==> src/hdl/dz_pkg.sv <==
package dz_pkg;

    // matrix geometry
    localparam int ROW_W = 3;
    localparam int COL_W = 8;

    // picture codes shown on the matrix
    typedef enum logic [3:0] {
        PIC_SEED0   = 4'd0,     // growth stages
        PIC_SEED1   = 4'd1,
        PIC_SEED2   = 4'd2,
        PIC_SEED3   = 4'd3,
        PIC_SEED4   = 4'd4,
        PIC_SEED5   = 4'd5,
        PIC_BUD     = 4'd6,     // bloom pictures
        PIC_LEAF    = 4'd7,
        PIC_WILT    = 4'd8,     // red wilted plant
        PIC_FLOWER  = 4'd9,
        PIC_FRUIT   = 4'd10,
        PIC_HARVEST = 4'd11     // red basket
    } pic_t;
    // 12..15 left unused, they show dark

    // game controller states
    typedef enum logic [1:0] {
        GROW  = 2'd0,
        BLOOM = 2'd1,
        WILT  = 2'd2,
        DONE  = 2'd3
    } game_t;

endpackage

==> src/hdl/dz_game_top.sv <==
module dz_game_top #(
    parameter int TICK_DIV = 4
) (
    input  logic                     clk,
    input  logic                     st,
    input  logic                     feed,
    input  logic                     miss,
    output logic [dz_pkg::COL_W-1:0] row,
    output logic [dz_pkg::COL_W-1:0] colr,
    output logic [dz_pkg::COL_W-1:0] colg
);

    import dz_pkg::*;

    logic tick;
    pic_t pic;
    logic fail;

    scan_tick #(
        .TICK_DIV (TICK_DIV)
    ) u_tick (
        .clk  (clk),
        .st   (st),
        .tick (tick)
    );

    stage_ctrl u_ctrl (
        .clk  (clk),
        .st   (st),
        .feed (feed),
        .miss (miss),
        .pic  (pic),
        .fail (fail)
    );

    dz_show u_show (
        .clk  (clk),
        .st   (st),
        .tick (tick),
        .fail (fail),
        .pic  (pic),
        .row  (row),
        .colr (colr),
        .colg (colg)
    );

endmodule

==> src/hdl/dz_show.sv <==
module dz_show (
    input  logic                     clk,
    input  logic                     st,
    input  logic                     tick,
    input  logic                     fail,
    input  dz_pkg::pic_t             pic,
    output logic [dz_pkg::COL_W-1:0] row,
    output logic [dz_pkg::COL_W-1:0] colr,
    output logic [dz_pkg::COL_W-1:0] colg
);

    import dz_pkg::*;

    pic_t             dz_num;
    logic [ROW_W-1:0] row_count;
    logic [COL_W-1:0] green;
    logic [COL_W-1:0] red;

    // picture latch
    always_ff @(posedge clk or negedge st)
    begin
        if (!st)
            dz_num <= PIC_SEED0;
        else
            dz_num <= pic;
    end

    // row scan, wraps 7 -> 0
    always_ff @(posedge clk or negedge st)
    begin
        if (!st)
            row_count <= '0;
        else if (tick)
            row_count <= row_count + 1'b1;
    end

    glyph_rom u_rom (
        .pic     (dz_num),
        .row_idx (row_count),
        .fail    (fail),
        .green   (green),
        .red     (red)
    );

    // row select and columns move together
    always_ff @(posedge clk or negedge st)
    begin
        if (!st)
        begin
            row  <= '1;  // all rows off
            colr <= '0;
            colg <= '0;
        end
        else
        begin
            row  <= ~(COL_W'(1) << row_count);
            colr <= red;
            colg <= green;
        end
    end

endmodule

==> src/hdl/glyph_rom.sv <==
module glyph_rom (
    input  dz_pkg::pic_t             pic,
    input  logic [dz_pkg::ROW_W-1:0] row_idx,
    input  logic                     fail,
    output logic [dz_pkg::COL_W-1:0] green,
    output logic [dz_pkg::COL_W-1:0] red
);

    import dz_pkg::*;

    logic [COL_W-1:0] green_map;
    logic [COL_W-1:0] red_map;

    // green bitmaps of growth and bloom pictures
    always_comb
    begin
        green_map = '0;
        case (pic)
            PIC_SEED0:
                case (row_idx)
                    3'd2, 3'd5: green_map = 8'b0001_1000;
                    3'd3, 3'd4: green_map = 8'b0011_1100;
                    default:    green_map = '0;
                endcase
            PIC_SEED1:
                case (row_idx)
                    3'd2, 3'd5: green_map = 8'b0011_1000;
                    3'd3, 3'd4: green_map = 8'b0111_1100;
                    default:    green_map = '0;
                endcase
            PIC_SEED2:
                case (row_idx)
                    3'd2, 3'd5: green_map = 8'b0011_1100;
                    3'd3, 3'd4: green_map = 8'b0111_1110;
                    default:    green_map = '0;
                endcase
            PIC_SEED3:
                case (row_idx)
                    3'd1, 3'd6:             green_map = 8'b0011_1100;
                    3'd2, 3'd3, 3'd4, 3'd5: green_map = 8'b0111_1110;
                    default:                green_map = '0;
                endcase
            PIC_SEED4:
                case (row_idx)
                    3'd0, 3'd7: green_map = 8'b0011_1100;
                    3'd1, 3'd6: green_map = 8'b0111_1110;
                    default:    green_map = 8'b1111_1111;
                endcase
            PIC_SEED5:
                green_map = 8'b1111_1111;  // full square
            PIC_BUD:
                case (row_idx)
                    3'd0:    green_map = 8'b1100_0011;
                    3'd1:    green_map = 8'b1110_0011;
                    3'd2:    green_map = 8'b1111_0001;
                    3'd3:    green_map = 8'b1110_0011;
                    3'd4:    green_map = 8'b1100_0111;
                    3'd5:    green_map = 8'b1110_0111;
                    3'd6:    green_map = 8'b1111_0111;
                    default: green_map = 8'b1111_1011;
                endcase
            PIC_LEAF:
                case (row_idx)
                    3'd1:    green_map = 8'b0000_0001;
                    3'd2:    green_map = 8'b1000_0001;
                    3'd3:    green_map = 8'b1100_0011;
                    3'd4:    green_map = 8'b1000_0011;
                    3'd5:    green_map = 8'b1100_0111;
                    3'd6:    green_map = 8'b1110_0111;
                    3'd7:    green_map = 8'b1111_0011;
                    default: green_map = '0;
                endcase
            PIC_FLOWER:
                case (row_idx)
                    3'd2:    green_map = 8'b0110_0000;
                    3'd3:    green_map = 8'b1111_1100;
                    3'd4:    green_map = 8'b0011_1111;
                    3'd5:    green_map = 8'b0011_1110;
                    3'd6:    green_map = 8'b0001_1100;
                    default: green_map = '0;
                endcase
            PIC_FRUIT:
                case (row_idx)
                    3'd2:       green_map = 8'b0001_1000;
                    3'd3:       green_map = 8'b0011_1100;
                    3'd4, 3'd5: green_map = 8'b0111_1110;
                    3'd6:       green_map = 8'b0010_0100;
                    default:    green_map = '0;
                endcase
            default:
                green_map = '0;  // wilt, harvest, unused
        endcase
    end

    // red-only pictures
    always_comb
    begin
        red_map = '0;
        if (pic == PIC_WILT)
        begin
            case (row_idx)
                3'd1:    red_map = 8'b0011_1000;
                3'd2:    red_map = 8'b0100_0100;
                3'd3:    red_map = 8'b0101_1010;
                3'd4:    red_map = 8'b0100_1010;
                3'd5:    red_map = 8'b0011_0010;
                3'd6:    red_map = 8'b1100_0100;
                3'd7:    red_map = 8'b0011_1000;
                default: red_map = '0;
            endcase
        end
        else if (pic == PIC_HARVEST)
        begin
            case (row_idx)
                3'd0:    red_map = 8'b1110_0000;
                3'd1:    red_map = 8'b0110_0000;
                3'd2:    red_map = 8'b1110_0000;
                3'd3:    red_map = 8'b0011_0000;
                3'd4:    red_map = 8'b0011_0001;
                3'd5:    red_map = 8'b0011_0011;
                3'd6:    red_map = 8'b0011_1110;
                default: red_map = 8'b0001_1100;
            endcase
        end
    end

    // colour rule, yellow unless the plant has failed
    always_comb
    begin
        green = green_map;
        case (pic)
            PIC_WILT, PIC_HARVEST:           red = red_map;
            PIC_BUD, PIC_LEAF, PIC_FLOWER:   red = green_map;
            PIC_SEED0, PIC_SEED1, PIC_SEED2,
            PIC_SEED3, PIC_SEED4, PIC_SEED5: red = fail ? '0 : green_map;
            default:                         red = '0;  // fruit stays green
        endcase
    end

endmodule

==> src/hdl/scan_tick.sv <==
module scan_tick #(
    parameter int TICK_DIV = 4
) (
    input  logic clk,
    input  logic st,
    output logic tick
);

    localparam int CNT_W = (TICK_DIV > 1) ? $clog2(TICK_DIV) : 1;

    logic [CNT_W-1:0] cnt;

    // down-counter, one strobe per reload
    always_ff @(posedge clk or negedge st)
    begin
        if (!st)
        begin
            cnt  <= CNT_W'(TICK_DIV - 1);
            tick <= 1'b0;
        end
        else if (cnt == '0)
        begin
            cnt  <= CNT_W'(TICK_DIV - 1);
            tick <= 1'b1;
        end
        else
        begin
            cnt  <= cnt - 1'b1;
            tick <= 1'b0;
        end
    end

endmodule

==> src/hdl/stage_ctrl.sv <==
module stage_ctrl (
    input  logic         clk,
    input  logic         st,
    input  logic         feed,
    input  logic         miss,
    output dz_pkg::pic_t pic,
    output logic         fail
);

    import dz_pkg::*;

    game_t state;
    game_t state_nx;
    pic_t  pic_nx;
    logic  fail_nx;

    always_comb
    begin
        state_nx = state;
        pic_nx   = pic;
        fail_nx  = fail;
        case (state)
            GROW:
            begin
                if (miss)
                begin
                    if (fail)
                    begin
                        // second miss kills the plant
                        state_nx = WILT;
                        pic_nx   = PIC_WILT;
                    end
                    else
                    begin
                        fail_nx = 1'b1;  // plant keeps growing
                    end
                end
                else if (feed)
                begin
                    if (pic == PIC_SEED5)
                    begin
                        state_nx = BLOOM;
                        pic_nx   = PIC_BUD;
                    end
                    else
                    begin
                        pic_nx = pic_t'(pic + 4'd1);
                    end
                end
            end
            BLOOM:
            begin
                if (miss)
                begin
                    state_nx = WILT;
                    pic_nx   = PIC_WILT;
                end
                else if (feed)
                begin
                    case (pic)
                        PIC_BUD:    pic_nx = PIC_LEAF;
                        PIC_LEAF:   pic_nx = PIC_FLOWER;  // code 8 is the wilt picture
                        PIC_FLOWER: pic_nx = PIC_FRUIT;
                        default:
                        begin
                            state_nx = DONE;
                            pic_nx   = PIC_HARVEST;
                        end
                    endcase
                end
            end
            default:
            begin
                state_nx = state;  // WILT and DONE wait for reset
            end
        endcase
    end

    always_ff @(posedge clk or negedge st)
    begin
        if (!st)
        begin
            state <= GROW;
            pic   <= PIC_SEED0;
            fail  <= 1'b0;
        end
        else
        begin
            state <= state_nx;
            pic   <= pic_nx;
            fail  <= fail_nx;
        end
    end

endmodule
==> config.mk <==
export PLATFORM = sky130hd
export DESIGN_NAME = dz_game_top
export DESIGN_NICKNAME = d
export VERILOG_FILES = /design/src/hdl/dz_pkg.sv /design/src/hdl/dz_game_top.sv /design/src/hdl/dz_show.sv /design/src/hdl/glyph_rom.sv /design/src/hdl/scan_tick.sv /design/src/hdl/stage_ctrl.sv
export SDC_FILE = /design/constraint.sdc
export NUM_CORES = 1
export LEC_CHECK = 0
export ABC_AREA = 1
export BUFFER_PORTS_ARGS = -buffer_cell sky130_fd_sc_hd__clkbuf_2
export CORE_AREA = 2 2 86 88
export CTS_BUF_LIST = sky130_fd_sc_hd__clkbuf_4 sky130_fd_sc_hd__clkbuf_8 sky130_fd_sc_hd__clkbuf_16
export CTS_CLUSTER_SIZE = 40
export DETAILED_ROUTE_END_ITERATION = 8
export DIE_AREA = 0 0 88 90
export GPL_TIMING_DRIVEN = 0
export PLACE_DENSITY = 0.53
export SLEW_MARGIN = 20
export SYNTH_ARGS = -nofsm -noshare
export SYNTH_HDL_FRONTEND = slang
export SYNTH_SLANG_ARGS = --single-unit
==> constraint.sdc <==
create_clock -name clk -period 1.9 [get_ports clk]
set_clock_uncertainty 0.05 [all_clocks]
set_input_delay 0.475 -clock clk [delete_from_list [all_inputs] [get_ports clk]]
set_output_delay 0.475 -clock clk [all_outputs]
set_load 0.03 [all_outputs]
==> qor.csv <==
metric,value,unit
outcome,"complete, no violations",
floorplan core area,0.00702,mm²
top-count cell post-synth,nand2_1,
CTS max path bufs,2,
TNS Setup,0,ns
Layout area overhead,28.8,%
dpl hpwl,3.75,mm
post-route clock period utilization,96.6,%
Pleak,0.00142,µW
DIE AREA,0.00792,mm²
number of flops mapped to enable cells by yosys,0,
post-synth net total,302,
crit-path cells,"clkinvlp_4, ha_4, inv_2, nand2_2, nand2_2, nand3_1, nand2_1, nand3_2, inv_2, nand3_2, nand2_2, nand2_1",
Crit Path Class,flip-flop to flip-flop,
Total Nets Final,354,
Crit-path slowest cell,dfrtp_2,
RSZ-0062 raised after global routing,true,
CTS sink count,41,
R2R Setup Slk,0.06,ns
Skew-Pair Late Insertion Delay,0.30,ns
placed cell areas,0.00264,mm²
GRT Overall Usage,13.6,%
class of the worst hold path,input pin to async pin,
ant diodes,0,
Worst setup EP type,flip-flop,
post-layout min period,1.84,ns
clock root cell,clkbuf_8,
Worst Reg-to-Reg Cells,12,
Mean Syn Cell Area,8.31,µm²
DR vias/cell,4.66,
CP required,2.03,ns
"area leader, netlist",dfrtp_1,
Detail Route Antenna Nets,0,
Slew @ Worst Pin,0.891,ns
Die Span Y,90,µm
Routed WL,5.37,mm
Initial Util,33.9,%
first-pass GRT wire length,8.50,mm
"CTS clk-pin slew, worst paths",0.08,ns
vias in the first global route,1817,
crit-path max cell delay,0.44,ns
gpl congestion,0.864,
Netlist cell types,32,
"FF+latch count, synth",41,
VDD IR max,0.250,mV
initial antenna violation count,0,
largest net degree at the start of global routing,42,
Ys Warns,0,
DRC,0,
fmax,0.545,GHz
synth cell count leaders,"71 x nand2_1, 38 x inv_1, 31 x dfrtp_1, 23 x nor2_1, 14 x a21oi_1",
I/O Buffers,27,
cts bufs inserted,5,
ys async rst share,100,%
gr ovfl total,0,
DR pass1 iterations,4,
Die Width,88,µm
endpoints failing setup,0,
cell repeated most along the worst path,nand2_2,
num ports,28,
max_slew headroom,40.6,%
crit path DAT,1.97,ns
Row Count,31,
post-DR wirelength/cell,12.3,µm
P per Cell Area,586,mW/mm²
max-slew violations,0,
Cells after Synth,286,
Max Fanout on Critical Path,4,
synthesized area,0.00238,mm²
"Primary FF master, synth",dfrtp_1,
area share of the largest cell type after synthesis,32.6,%
startpoint types,flip-flop,
final hold vios,0,
MaxCap Viol Count,0,
H-tree levels,2,
final instance area,0.00306,mm²
CTS tree,built,
via count,2043,
DR iter-0 viols,76,
synth top area cells,"dfrtp_1 33%, nand2_1 11%, dfstp_2 11%",
fraction of layout cells with a size suffix above 1,38.9,%
register area share after synthesis,43.7,%
## per-stage QoR
stage	setup WS (ns)	utilization [%]	hold WS, ns	total power, µW	std cells
3_3_place_gp	-0.110	37.6	0.391	956	412
6_report	0.0640	43.6	0.247	1790	438
3_5_place_dp	-0.116	37.6	0.399	957	412
2_1_floorplan	0.108	-	0.129	926	286
4_1_cts	0.00858	39.9	0.321	1820	423
5_1_grt	-0.0599	43.6	0.326	1870	438
## cells in the final DEF, fill, tap and decap left out, types with 8 or more instances in the layout
cell type  netlist  routed
a21oi_1         14      13
buf_4            0      18
clkbuf_2         0      26
dfrtp_1         31      29
dfstp_2         10      10
inv_1           38      32
nand2_1         71      64
nand2_2          8      15
nand3_1          8       8
nor2_1          23      22
o21ai_0         13      12
## logic make-up after synthesis
family	synth area share (%)
DFF	43.7
adders and majority gates	6.32
AOI/OAI and AO/OA	10.3
buffers and inverters	7.84
xor gates and xnor gates	0.368
and+or+nand+nor	31.5
## layer usage
| metal | vias up | GRT usage, % | routed length (µm) |
|---|---|---|---|
| met3 | 10 | 3.49 | 204 |
| met2 | 50 | 21.8 | 2690 |
| met1 | 968 | 17.8 | 2390 |
| li1 | 1015 | - | - |
| met5 | - | 0 | 0 |
| met4 | 0 | 4.10 | 89 |
## critical path: cells and delay by family (launching register included)
kind,cells,cell delay [ns]
simple gates,8,0.66
flops,1,0.44
buf+inv,3,0.33
fa+ha+maj,1,0.23
## registers in the layout (all words and copies together) (netlist names)
signal and cells:
u_show.colg 8, u_show.colr 8, u_show.row 8, u_ctrl.pic 4, u_show.dz_num 4, u_show.row_count 3
u_ctrl.state 2, u_tick.cnt 2, u_ctrl.fail 1, u_tick.tick 1
## path summary, 6_finish.rpt
path	from	endpoint
setup reg to reg	u_show.row_count[0]	u_show.colr[5]
max in group asynchronous	st	u_show.row_count[1]
setup / recovery	u_show.row_count[0]	u_show.colr[5]
hold / removal	st	u_show.colr[7]
min in group clk	miss	u_ctrl.state[0]
hold reg to reg	u_ctrl.pic[2]	u_show.dz_num[2]
## where the power goes
| group | internal (µW) | switching (µW) |
|---|---|---|
| clock network | 529 | 327 |
| registers | 880 | 2.25 |
| logic | 12.9 | 43.2 |
## repair_timing
item	CTS	global route
hold buffers	0	0
buffers inserted	3	15
pin swaps	0	15
setup endpoints to repair	13	9
gates resized for setup	2	37
## final cells by class
| class | instances | area, µm² |
|---|---|---|
| Tap cell | 99 | 124 |
| Fill cell | 705 | 3960 |
| Clock buffer | 5 | 68.8 |
| Timing Repair Buffer | 45 | 270 |
| Sequential cell | 41 | 1040 |
| Clock inverter | 3 | 68.8 |
| Inverter | 44 | 184 |
| Multi-Input combinational cell | 200 | 1290 |
| Buffer | 1 | 15.0 |
Note: power is estimated with default switching activity, not from simulation.
